<file path="src/cpu_params.svh">
`ifndef CPU_PARAMS_SVH
`define CPU_PARAMS_SVH

// ******************************
// bus geometry.
// ******************************

`define CPU_DATA_W 8 // data bus width.
`define CPU_ADDR_W 16 // address bus width.

// ******************************
// machine cycle timing.
// ******************************

`define CPU_MCYCLE_CLKS 4 // clocks per bus access.
`define CPU_RESET_PC 0 // first opcode fetch address.

`endif

</file>
<file path="src/cpu_isa_pkg.sv">
package cpu_isa_pkg;

	// ******************************
	// opcode fields.
	// ******************************

	// register field, bits [5:3] pick the target and bits [2:0] the source.
	// code 6 stands for the immediate byte.
	typedef enum logic [2:0] {
		REG_B   = 3'd0,
		REG_C   = 3'd1,
		REG_D   = 3'd2,
		REG_E   = 3'd3,
		REG_H   = 3'd4,
		REG_L   = 3'd5,
		REG_IMM = 3'd6, // operand comes from the imml latch.
		REG_A   = 3'd7
	} reg_sel_t;

	// alu field, bits [5:3] of the 0x80..0xbf block and of the d8 forms.
	typedef enum logic [3:0] {
		ALU_ADD    = 4'd0, // a + arg.
		ALU_ADC    = 4'd1, // a + arg + c.
		ALU_SUB    = 4'd2, // a - arg.
		ALU_SBC    = 4'd3, // a - arg - c.
		ALU_AND    = 4'd4,
		ALU_XOR    = 4'd5,
		ALU_OR     = 4'd6,
		ALU_CP     = 4'd7, // subtract for flags only.
		ALU_INCDEC = 4'd8  // single register step, never seen in the opcode field.
	} alu_op_t;

	// condition field, bits [4:3] of jp cc and jr cc.
	typedef enum logic [1:0] {
		COND_NZ = 2'd0,
		COND_Z  = 2'd1,
		COND_NC = 2'd2,
		COND_C  = 2'd3
	} cond_t;

endpackage

</file>
<file path="src/cpu_core_pkg.sv">
`include "cpu_params.svh"

package cpu_core_pkg;

	// ******************************
	// datapath widths.
	// ******************************

	typedef logic [`CPU_DATA_W-1:0] byte_t; // one bus byte.
	typedef logic [`CPU_ADDR_W-1:0] addr_t; // one bus address.
	typedef logic [$clog2(`CPU_MCYCLE_CLKS)-1:0] mcycle_t; // clock index in a machine cycle.

	// flag register, upper nibble of f.
	typedef struct packed {
		logic z; // zero.
		logic n; // last op was a subtract.
		logic h; // half carry.
		logic c; // carry.
	} flags_t;

	// ******************************
	// bus and sequencer.
	// ******************************

	// single master bus, no wait states.
	typedef struct packed {
		addr_t adr;
		logic  read; // high in clocks 2 and 3 of a fetch.
	} bus_req_t;

	typedef enum logic [1:0] {
		ST_IFETCH     = 2'd0, // opcode fetch.
		ST_IMML_FETCH = 2'd1, // first operand byte.
		ST_IMMH_FETCH = 2'd2, // second operand byte, jp only.
		ST_JUMP       = 2'd3  // idle cycle that loads pc.
	} seq_state_t;

	// register file write port.
	typedef struct packed {
		logic                  we;
		cpu_isa_pkg::reg_sel_t sel; // never REG_IMM.
		byte_t                 val;
	} reg_wr_t;

endpackage

</file>
<file path="src/cpu_alu.sv">
`timescale 1ns/1ps

module cpu_alu (
	input  cpu_isa_pkg::alu_op_t op,
	input  cpu_core_pkg::byte_t  a,
	input  cpu_core_pkg::byte_t  arg,
	input  cpu_core_pkg::byte_t  inc_arg,
	input  logic                 dec,
	input  cpu_core_pkg::flags_t flags,
	output cpu_core_pkg::byte_t  result,
	output cpu_core_pkg::flags_t new_flags
);
	import cpu_isa_pkg::*;
	import cpu_core_pkg::*;

	logic       cin;
	logic [8:0] sum; // bit 8 is the carry.
	logic [8:0] diff; // bit 8 is the borrow.
	byte_t      step;
	flags_t     rule; // flag values from the op rules.
	flags_t     upd; // which flags take the rule value.

	// ******************************
	// arithmetic.
	// ******************************
	assign cin  = ((op == ALU_ADC) || (op == ALU_SBC)) && flags.c; // only adc/sbc chain c.
	assign sum  = {1'b0, a} + {1'b0, arg} + {8'd0, cin};
	assign diff = {1'b0, a} - {1'b0, arg} - {8'd0, cin};
	assign step = dec ? (inc_arg - 1'b1) : (inc_arg + 1'b1);

	// ******************************
	// result and flag rules.
	// ******************************
	always_comb
	begin
		rule   = '0;
		upd    = '1; // all four flags unless the op says otherwise.
		result = a;
		case (op)
		ALU_ADD, ALU_ADC:
			begin
				result = sum[7:0];
				rule.h = a[4] ^ arg[4] ^ sum[4]; // carry into bit 4.
				rule.c = sum[8];
			end
		ALU_SUB, ALU_SBC, ALU_CP:
			begin
				result = diff[7:0];
				rule.n = 1'b1;
				rule.h = a[4] ^ arg[4] ^ diff[4]; // borrow from bit 4.
				rule.c = diff[8];
			end
		ALU_AND:
			begin
				result = a & arg;
				rule.h = 1'b1;
			end
		ALU_XOR: result = a ^ arg;
		ALU_OR:  result = a | arg;
		ALU_INCDEC:
			begin
				result = step;
				rule.n = dec;
				rule.h = inc_arg[4] ^ step[4]; // same carry rule with a 1 operand.
				upd.c  = 1'b0; // inc/dec keep c.
			end
		default: upd = '0; // unused codes leave the flags alone.
		endcase
		rule.z = (result == '0);
	end

	// merge rule flags over the current ones.
	assign new_flags = flags_t'((rule & upd) | (flags & ~upd));

endmodule

</file>
<file path="src/cpu_regfile.sv">
`timescale 1ns/1ps

module cpu_regfile (
	input  logic                  clk,
	input  cpu_isa_pkg::reg_sel_t src_sel,
	input  cpu_isa_pkg::reg_sel_t dst_sel,
	input  cpu_core_pkg::reg_wr_t reg_wr,
	input  logic                  flags_we,
	input  cpu_core_pkg::flags_t  new_flags,
	output cpu_core_pkg::byte_t   src,
	output cpu_core_pkg::byte_t   dst,
	output cpu_core_pkg::byte_t   a,
	output cpu_core_pkg::flags_t  flags
);
	import cpu_isa_pkg::*;
	import cpu_core_pkg::*;

	localparam logic [2:0] A_SLOT = 3'd6; // a sits in slot 6.

	byte_t  regs [7]; // b, c, d, e, h, l, a.
	flags_t f_q;

	// opcode field to storage slot.
	function automatic logic [2:0] slot(input reg_sel_t sel);
		return (sel == REG_A) ? A_SLOT : sel;
	endfunction

	// the immediate code reads as zero, the sequencer swaps in imml.
	function automatic byte_t rd(input reg_sel_t sel);
		return (sel == REG_IMM) ? '0 : regs[slot(sel)];
	endfunction

	always_comb
	begin
		src = rd(src_sel); // ld source and alu operand.
		dst = rd(dst_sel); // inc/dec operand.
	end

	assign a     = regs[A_SLOT];
	assign flags = f_q;

	always_ff @(posedge clk)
	begin
		if (reg_wr.we)
			regs[slot(reg_wr.sel)] <= reg_wr.val;
		if (flags_we)
			f_q <= new_flags;
	end

	// decode only ever retires into a real register.
	assert property (@(posedge clk) reg_wr.we |-> (reg_wr.sel != REG_IMM));

endmodule

</file>
<file path="src/cpu_sequencer.sv">
`timescale 1ns/1ps

`include "cpu_params.svh"

module cpu_sequencer (
	input  logic                  clk,
	input  logic                  reset,
	input  cpu_core_pkg::byte_t   din,
	output cpu_core_pkg::bus_req_t bus,
	output cpu_core_pkg::addr_t   pc,
	output cpu_isa_pkg::reg_sel_t src_sel,
	output cpu_isa_pkg::reg_sel_t dst_sel,
	input  cpu_core_pkg::byte_t   src,
	input  cpu_core_pkg::byte_t   dst,
	input  cpu_core_pkg::byte_t   a,
	input  cpu_core_pkg::flags_t  flags,
	output cpu_isa_pkg::alu_op_t  alu_op,
	output cpu_core_pkg::byte_t   alu_arg,
	output cpu_core_pkg::byte_t   alu_inc_arg,
	input  cpu_core_pkg::byte_t   result,
	input  cpu_core_pkg::flags_t  new_flags,
	output cpu_core_pkg::reg_wr_t reg_wr,
	output logic                  flags_we
);
	import cpu_isa_pkg::*;
	import cpu_core_pkg::*;

	// clocks inside one machine cycle.
	localparam mcycle_t CYC_ADR   = mcycle_t'(0); // address goes out.
	localparam mcycle_t CYC_RD    = mcycle_t'(1); // read rises, pc steps.
	localparam mcycle_t CYC_LATCH = mcycle_t'(2); // din sampled.
	localparam mcycle_t CYC_LAST  = mcycle_t'(`CPU_MCYCLE_CLKS - 1); // read falls, retire.

	mcycle_t    cycle;
	seq_state_t state;
	seq_state_t next_state;
	addr_t      adr_q;
	logic       read_q;
	byte_t      op; // current opcode.
	byte_t      imml; // d8, e8 or low a16 byte.
	byte_t      immh; // high a16 byte.
	byte_t      operand;
	addr_t      add16_b;
	addr_t      add16; // pc incrementer and jr adder.
	addr_t      pc_target;
	logic       last;
	logic       fetching;
	logic       cond_true;
	logic       taken;
	logic       is_ld_rr, is_ld_imm, is_alu_reg, is_alu_imm;
	logic       is_incdec, is_jp, is_jr;
	logic       ld_done, alu_done, incdec_done;

	assign last     = (cycle == CYC_LAST);
	assign fetching = (state != ST_JUMP); // every state but jump reads a byte.
	assign bus      = '{adr: adr_q, read: read_q};

	// ******************************
	// decode.
	// ******************************
	assign src_sel = reg_sel_t'(op[2:0]);
	assign dst_sel = reg_sel_t'(op[5:3]);

	assign is_ld_rr   = (op[7:6] == 2'b01) && (dst_sel != REG_IMM) && (src_sel != REG_IMM);
	assign is_ld_imm  = (op[7:6] == 2'b00) && (src_sel == REG_IMM) && (dst_sel != REG_IMM);
	assign is_alu_reg = (op[7:6] == 2'b10) && (src_sel != REG_IMM);
	assign is_alu_imm = (op[7:6] == 2'b11) && (src_sel == REG_IMM);
	assign is_incdec  = (op[7:6] == 2'b00) && (op[2:1] == 2'b10) && (dst_sel != REG_IMM);
	assign is_jp      = (op == 8'hc3) || ((op[7:5] == 3'b110) && (op[2:0] == 3'b010));
	assign is_jr      = (op == 8'h18) || ((op[7:5] == 3'b001) && (op[2:0] == 3'b000));

	always_comb
	begin
		case (cond_t'(op[4:3]))
		COND_NZ: cond_true = !flags.z;
		COND_Z:  cond_true = flags.z;
		COND_NC: cond_true = !flags.c;
		default: cond_true = flags.c;
		endcase
	end
	assign taken = (op == 8'hc3) || (op == 8'h18) || cond_true; // plain jp and jr always go.

	// alu feed.
	assign operand     = (src_sel == REG_IMM) ? imml : src;
	assign alu_arg     = operand;
	assign alu_inc_arg = dst;
	assign alu_op      = is_incdec ? ALU_INCDEC : alu_op_t'({1'b0, op[5:3]});

	// +1 while fetching, +e8 in the jump state.
	assign add16_b   = (state == ST_JUMP) ? addr_t'($signed(imml)) : addr_t'(1);
	assign add16     = pc + add16_b;
	assign pc_target = is_jr ? add16 : {immh, imml};

	always_comb
	begin
		next_state = ST_IFETCH; // one machine cycle unless an operand follows.
		case (state)
		ST_IFETCH:
			if (is_ld_imm || is_alu_imm || is_jp || is_jr)
				next_state = ST_IMML_FETCH;
		ST_IMML_FETCH:
			if (is_jp)
				next_state = ST_IMMH_FETCH;
			else if (is_jr && taken)
				next_state = ST_JUMP;
		ST_IMMH_FETCH:
			if (taken)
				next_state = ST_JUMP;
		default:
			next_state = ST_IFETCH;
		endcase
	end

	// ******************************
	// write-back.
	// ******************************
	assign ld_done     = ((state == ST_IFETCH) && is_ld_rr)
		|| ((state == ST_IMML_FETCH) && is_ld_imm);
	assign alu_done    = ((state == ST_IFETCH) && is_alu_reg)
		|| ((state == ST_IMML_FETCH) && is_alu_imm);
	assign incdec_done = (state == ST_IFETCH) && is_incdec;

	always_comb
	begin
		reg_wr.we  = last && (ld_done || incdec_done || (alu_done && (alu_op != ALU_CP)));
		reg_wr.sel = alu_done ? REG_A : dst_sel; // alu results land in a.
		reg_wr.val = ld_done ? operand : result;
	end
	assign flags_we = last && (alu_done || incdec_done);

	// ******************************
	// registers.
	// ******************************
	always_ff @(posedge clk)
	begin
		if (reset)
		begin
			cycle  <= CYC_ADR;
			state  <= ST_IFETCH;
			read_q <= 1'b0;
			pc     <= addr_t'(`CPU_RESET_PC);
		end
		else
		begin
			cycle <= last ? CYC_ADR : mcycle_t'(cycle + 1'b1);
			if (fetching && (cycle == CYC_RD))
			begin
				read_q <= 1'b1;
				pc     <= add16; // pc points past the byte being read.
			end
			if (last)
			begin
				read_q <= 1'b0;
				state  <= next_state;
				if (state == ST_JUMP)
					pc <= pc_target;
			end
		end
	end

	// bus address and fetched bytes.
	always_ff @(posedge clk)
	begin
		if (fetching && (cycle == CYC_ADR))
			adr_q <= pc;
		if (cycle == CYC_LATCH)
		begin
			case (state)
			ST_IFETCH:     op   <= din;
			ST_IMML_FETCH: imml <= din;
			ST_IMMH_FETCH: immh <= din;
			default:       ;
			endcase
		end
	end

	// read never leaks into the address or increment clocks.
	assert property (@(posedge clk) disable iff (reset)
		read_q |-> ((cycle == CYC_LATCH) || (cycle == CYC_LAST)));

endmodule

</file>
<file path="src/cpu_top.sv">
`timescale 1ns/1ps

module cpu_top (
	input  logic                   clk,
	input  logic                   reset,
	input  cpu_core_pkg::byte_t    din,
	output cpu_core_pkg::bus_req_t bus,
	output cpu_core_pkg::addr_t    pc,
	output cpu_core_pkg::byte_t    a,
	output cpu_core_pkg::flags_t   f
);
	import cpu_isa_pkg::*;
	import cpu_core_pkg::*;

	reg_sel_t src_sel;
	reg_sel_t dst_sel;
	byte_t    src;
	byte_t    dst;
	alu_op_t  alu_op;
	byte_t    alu_arg;
	byte_t    alu_inc_arg;
	byte_t    result;
	flags_t   new_flags;
	reg_wr_t  reg_wr;
	logic     flags_we;

	// ******************************
	// control.
	// ******************************
	cpu_sequencer sequencer_i (
		.clk         (clk),
		.reset       (reset),
		.din         (din),
		.bus         (bus),
		.pc          (pc),
		.src_sel     (src_sel),
		.dst_sel     (dst_sel),
		.src         (src),
		.dst         (dst),
		.a           (a),
		.flags       (f),
		.alu_op      (alu_op),
		.alu_arg     (alu_arg),
		.alu_inc_arg (alu_inc_arg),
		.result      (result),
		.new_flags   (new_flags),
		.reg_wr      (reg_wr),
		.flags_we    (flags_we)
	);

	// ******************************
	// datapath.
	// ******************************
	cpu_regfile regfile_i (
		.clk       (clk),
		.src_sel   (src_sel),
		.dst_sel   (dst_sel),
		.reg_wr    (reg_wr),
		.flags_we  (flags_we),
		.new_flags (new_flags),
		.src       (src),
		.dst       (dst),
		.a         (a),
		.flags     (f)
	);

	// opcode bit 0 is src_sel bit 0, so it splits inc (x4/xc) from dec (x5/xd).
	cpu_alu alu_i (
		.op        (alu_op),
		.a         (a),
		.arg       (alu_arg),
		.inc_arg   (alu_inc_arg),
		.dec       (src_sel[0]),
		.flags     (f),
		.result    (result),
		.new_flags (new_flags)
	);

endmodule

</file>
<file path="config.mk">
export PLATFORM = sky130hd
export DESIGN_NAME = cpu_top
export DESIGN_NICKNAME = d
export VERILOG_FILES = /design/src/cpu_isa_pkg.sv /design/src/cpu_core_pkg.sv /design/src/cpu_alu.sv /design/src/cpu_regfile.sv /design/src/cpu_sequencer.sv /design/src/cpu_top.sv
export VERILOG_INCLUDE_DIRS = /design/src
export SDC_FILE = /design/constraint.sdc
export NUM_CORES = 1
export LEC_CHECK = 0
export CORE_ASPECT_RATIO = 0.6
export CORE_MARGIN = 2
export CORE_UTILIZATION = 55
export CTS_CLUSTER_DIAMETER = 200
export CTS_CLUSTER_SIZE = 28
export DETAILED_ROUTE_END_ITERATION = 16
export DONT_BUFFER_PORTS = 1
export PLACE_DENSITY = 0.77
export SYNTH_ARGS = -nofsm -noshare
export SYNTH_HDL_FRONTEND = slang
export SYNTH_SLANG_ARGS = --single-unit
</file>
<file path="constraint.sdc">
create_clock -name clk -period 11 [get_ports clk]
set_input_delay 2.2 -clock clk [delete_from_list [all_inputs] [get_ports clk]]
set_output_delay 2.2 -clock clk [all_outputs]
set_load 0.1 [all_outputs]
</file>
==> flow_summary_export.csv <==
group,metric,value,unit
cts,htree_levels,4,
synth,synth_simple_gate_area_share,0.140,
synth,synth_seq_area_share,0.440,
place,io_buffers,0,
floorplan,fp.coreArea,13700,µm²
detailed_routing,vias_per_cell,6.53,
cts,numCtsBuffers,17,
synth,netlist_instances,730,
global_routing,grt_pass1_vias,5585,
synth,synth_top_area_frac,0.386,
synth,synth_compound_area_frac,0.159,
detailed_routing,firstDrtPassIters,8,
place,dp_cells,899,
timing,finalHoldViolCount,0,
power,p_comb_frac,0.177,
cts,cts_hold_buffers,0,
place,place_congestion,0.992,
cts,cts_resized,0,
floorplan,die-area,15200,µm²
power,clock_power_share,0.363,
synth,yosys-top-cells-count,"edfxtp_1, nor2_1, ha_1, inv_1, a21oi_1",
timing,fin_crit,5.16,ns
power,powerDensity,181,nW/µm²
synth,synth_seq_cells,121,
timing,hold_ws,0.527,ns
detailed_routing,wl,21400,µm
power,leakagePower,0.00329,µW
synth,synth.most_common_cell,"edfxtp_1",
timing,skew,0.00895,ns
detailed_routing,drc,0,
layout,diodes,0,
global_routing,grt_util_all_layers,0.293,
synth,async_flop_share,0,
timing,worst_pin_slew,1.24,ns
timing,finalCritPeriodShare,0.469,
run,drv_cap,0,
power,p_seq_frac,0.460,
cts,cts_tree,"built",
floorplan,rows,33,
synth,yosysWarnings,0,
synth,synth-main-ff-cell,"edfxtp_1",
cts,clk_latency,0.42,ns
timing,final.setup.tns,0,ns
power,p_int,1000,µW
floorplan,die_h,96.2,µm
synth,synth-edff-count,100,
floorplan,start_util,0.566,
setup_path,critPathLaunchType,"flip-flop",
synth,syn_area,7780,µm²
layout,drive_gt1_frac,0.115,
synth,muxShareOfSynthArea,0.0821,
global_routing,grt_max_degree,37,
setup_path,critPathLaunch,"sequencer_i.op[1]",
synth,synth_fa_ha_area_frac,0.104,
layout,final_util,0.624,
synth,synth_top_family_by_area,"compound AO/OA/AOI/OAI gates",
synth,synth_xor_xnor_area_share,0.0293,
synth,ys_top_cells_by_area,"edfxtp_1, ha_1, dfxtp_1, nor2_1, mux4_2",
cts,clkTransAtPathRegs,0.06,ns
synth,ys_types,78,
cts,clock_path_buffers,2,
synth,synthesis.nets,801,
cts,clock-sinks,121,
global_routing,grt_antenna_before_repair,0,
setup_path,cp-end-kind,"flip-flop",
place,hpwlAfterDp,16000,µm
detailed_routing,route.vias.total,6079,
setup_path,arrival,5.31,ns
synth,synth_top_area_cell,"edfxtp_1",
cts,cts_setup_buffers,0,
timing,relSlewSlack,0.172,
power,switching_power,552,µW
run_status,status,"complete, no violations",
floorplan,ios,55,
detailed_routing,wl_per_cell,23.0,µm
cts,cts_root_buf,"clkbuf_16",
layout,area_growth,10.2,%
setup_path,worstPathRequired,11.14,ns
global_routing,grt_pass1_wl,32400,µm
layout,stdcell_count,931,
layout,nNetsFinal,797,
min_path,min_from,"sequencer_i.cycle[0]",
synth,synth_area_per_cell,10.7,µm²
power,ir_worst_vdd,0.121,mV
min_path,hp-class,"reg2reg",
global_routing,grt.overflow.total,0,
setup_path,critPathKind,"reg2reg",
timing,setup_viol,0,
timing,max_freq,194,MHz
timing,rsz0062_at_grt,"no",
power,swShare,0.355,
setup_path,worst-path-max-fanout,22,
floorplan,die_w,158,µm
detailed_routing,drtIter0Drc,939,
timing,slew_violations,0,
setup_path,crit-reg2reg-launch,"sequencer_i.op[1]",
detailed_routing,antenna_left,0,
==> cells by family after synthesis <==
kind of cell	count (synthesis)
mux	46
buf+inv	88
simple gates	215
flops	121
fa+ha+maj	61
compound gates	173
xor+xnor	26
==> flip-flops by register name, summed over array words and instances, names as in the netlist, named ones only <==
register            count
regfile_i.regs         56
sequencer_i.adr_q      16
sequencer_i.cycle       2
sequencer_i.immh        8
sequencer_i.imml        8
sequencer_i.op          8
sequencer_i.pc         16
sequencer_i.read_q      1
sequencer_i.state       2
==> final timing paths <==
kind | to | slack (ns) | cells after the start
worst max-delay path | regfile_i.regs[4][7] | 5.84 | 14
worst min-delay path | sequencer_i.cycle[0] | 0.53 | 1
worst max register to register | regfile_i.regs[4][7] | 5.84 | 14
worst min register to register | sequencer_i.cycle[0] | 0.53 | 1
==> metrics by stage <==
| step | setup slack (ns) | instance area (µm²) | power (µW) |
|---|---|---|---|
| floorplan | 6.40 | 7780 | 921 |
| global placement | 6.13 | 7970 | 983 |
| global route | 5.61 | 8580 | 1610 |
| detailed placement | 5.96 | 7970 | 991 |
| finish | 5.84 | 8580 | 1560 |
| CTS | 5.94 | 8580 | 1550 |
==> metal layers <==
layer,routed length [µm],share of wire,GRT usage
met5,0,0,0
met4,308,0.014,0.0803
met3,2990,0.14,0.0991
met2,8750,0.41,0.389
met1,9350,0.44,0.447
==> worst max-delay path, stage by stage, from the launching register on <==
cell and delay, ns:
edfxtp_1 0.96, mux4_2 0.41, nor2b_1 0.14, a221oi_1 0.60, inv_1 0.20, fa_1 0.60, ha_1 0.15, o21ai_0 0.11
a31oi_1 0.32, nor4_1 0.09, nor3_1 0.32, mux2i_1 0.25, o221ai_1 0.14, a211o_1 0.28, mux2_2 0.33
==> cells in the final DEF, fill, tap and decap left out, types with 14 or more instances in the layout <==
cell	synthesis	layout
a2111oi_0	14	14
a21oi_1	46	46
clkbuf_16	0	17
dfxtp_1	21	21
edfxtp_1	100	100
ha_1	55	55
inv_1	51	51
mux2i_1	23	23
nand2_1	29	29
nor2_1	86	86
nor3_1	20	17
o21ai_0	25	25
xnor2_1	20	20
==> area by class of cell <==
class,instances,area (µm²)
multi-input cells,521,4020
inverters,53,199
fillers,1031,5170
well taps,192,240
flip-flops and latches,121,3420
repair buffers,12,90.1
clock inverters,13,170
clock buffers,19,433
==> power by group through the flow <==
stage	sequential (µW)	clock, µW	combinational (µW)
finish	716	565	275
global route	719	587	302
detailed placement	724	0	267
global placement	723	0	260
floorplan	710	0	211
CTS	715	567	269
No activity file was read; power rests on OpenSTA's default activity.
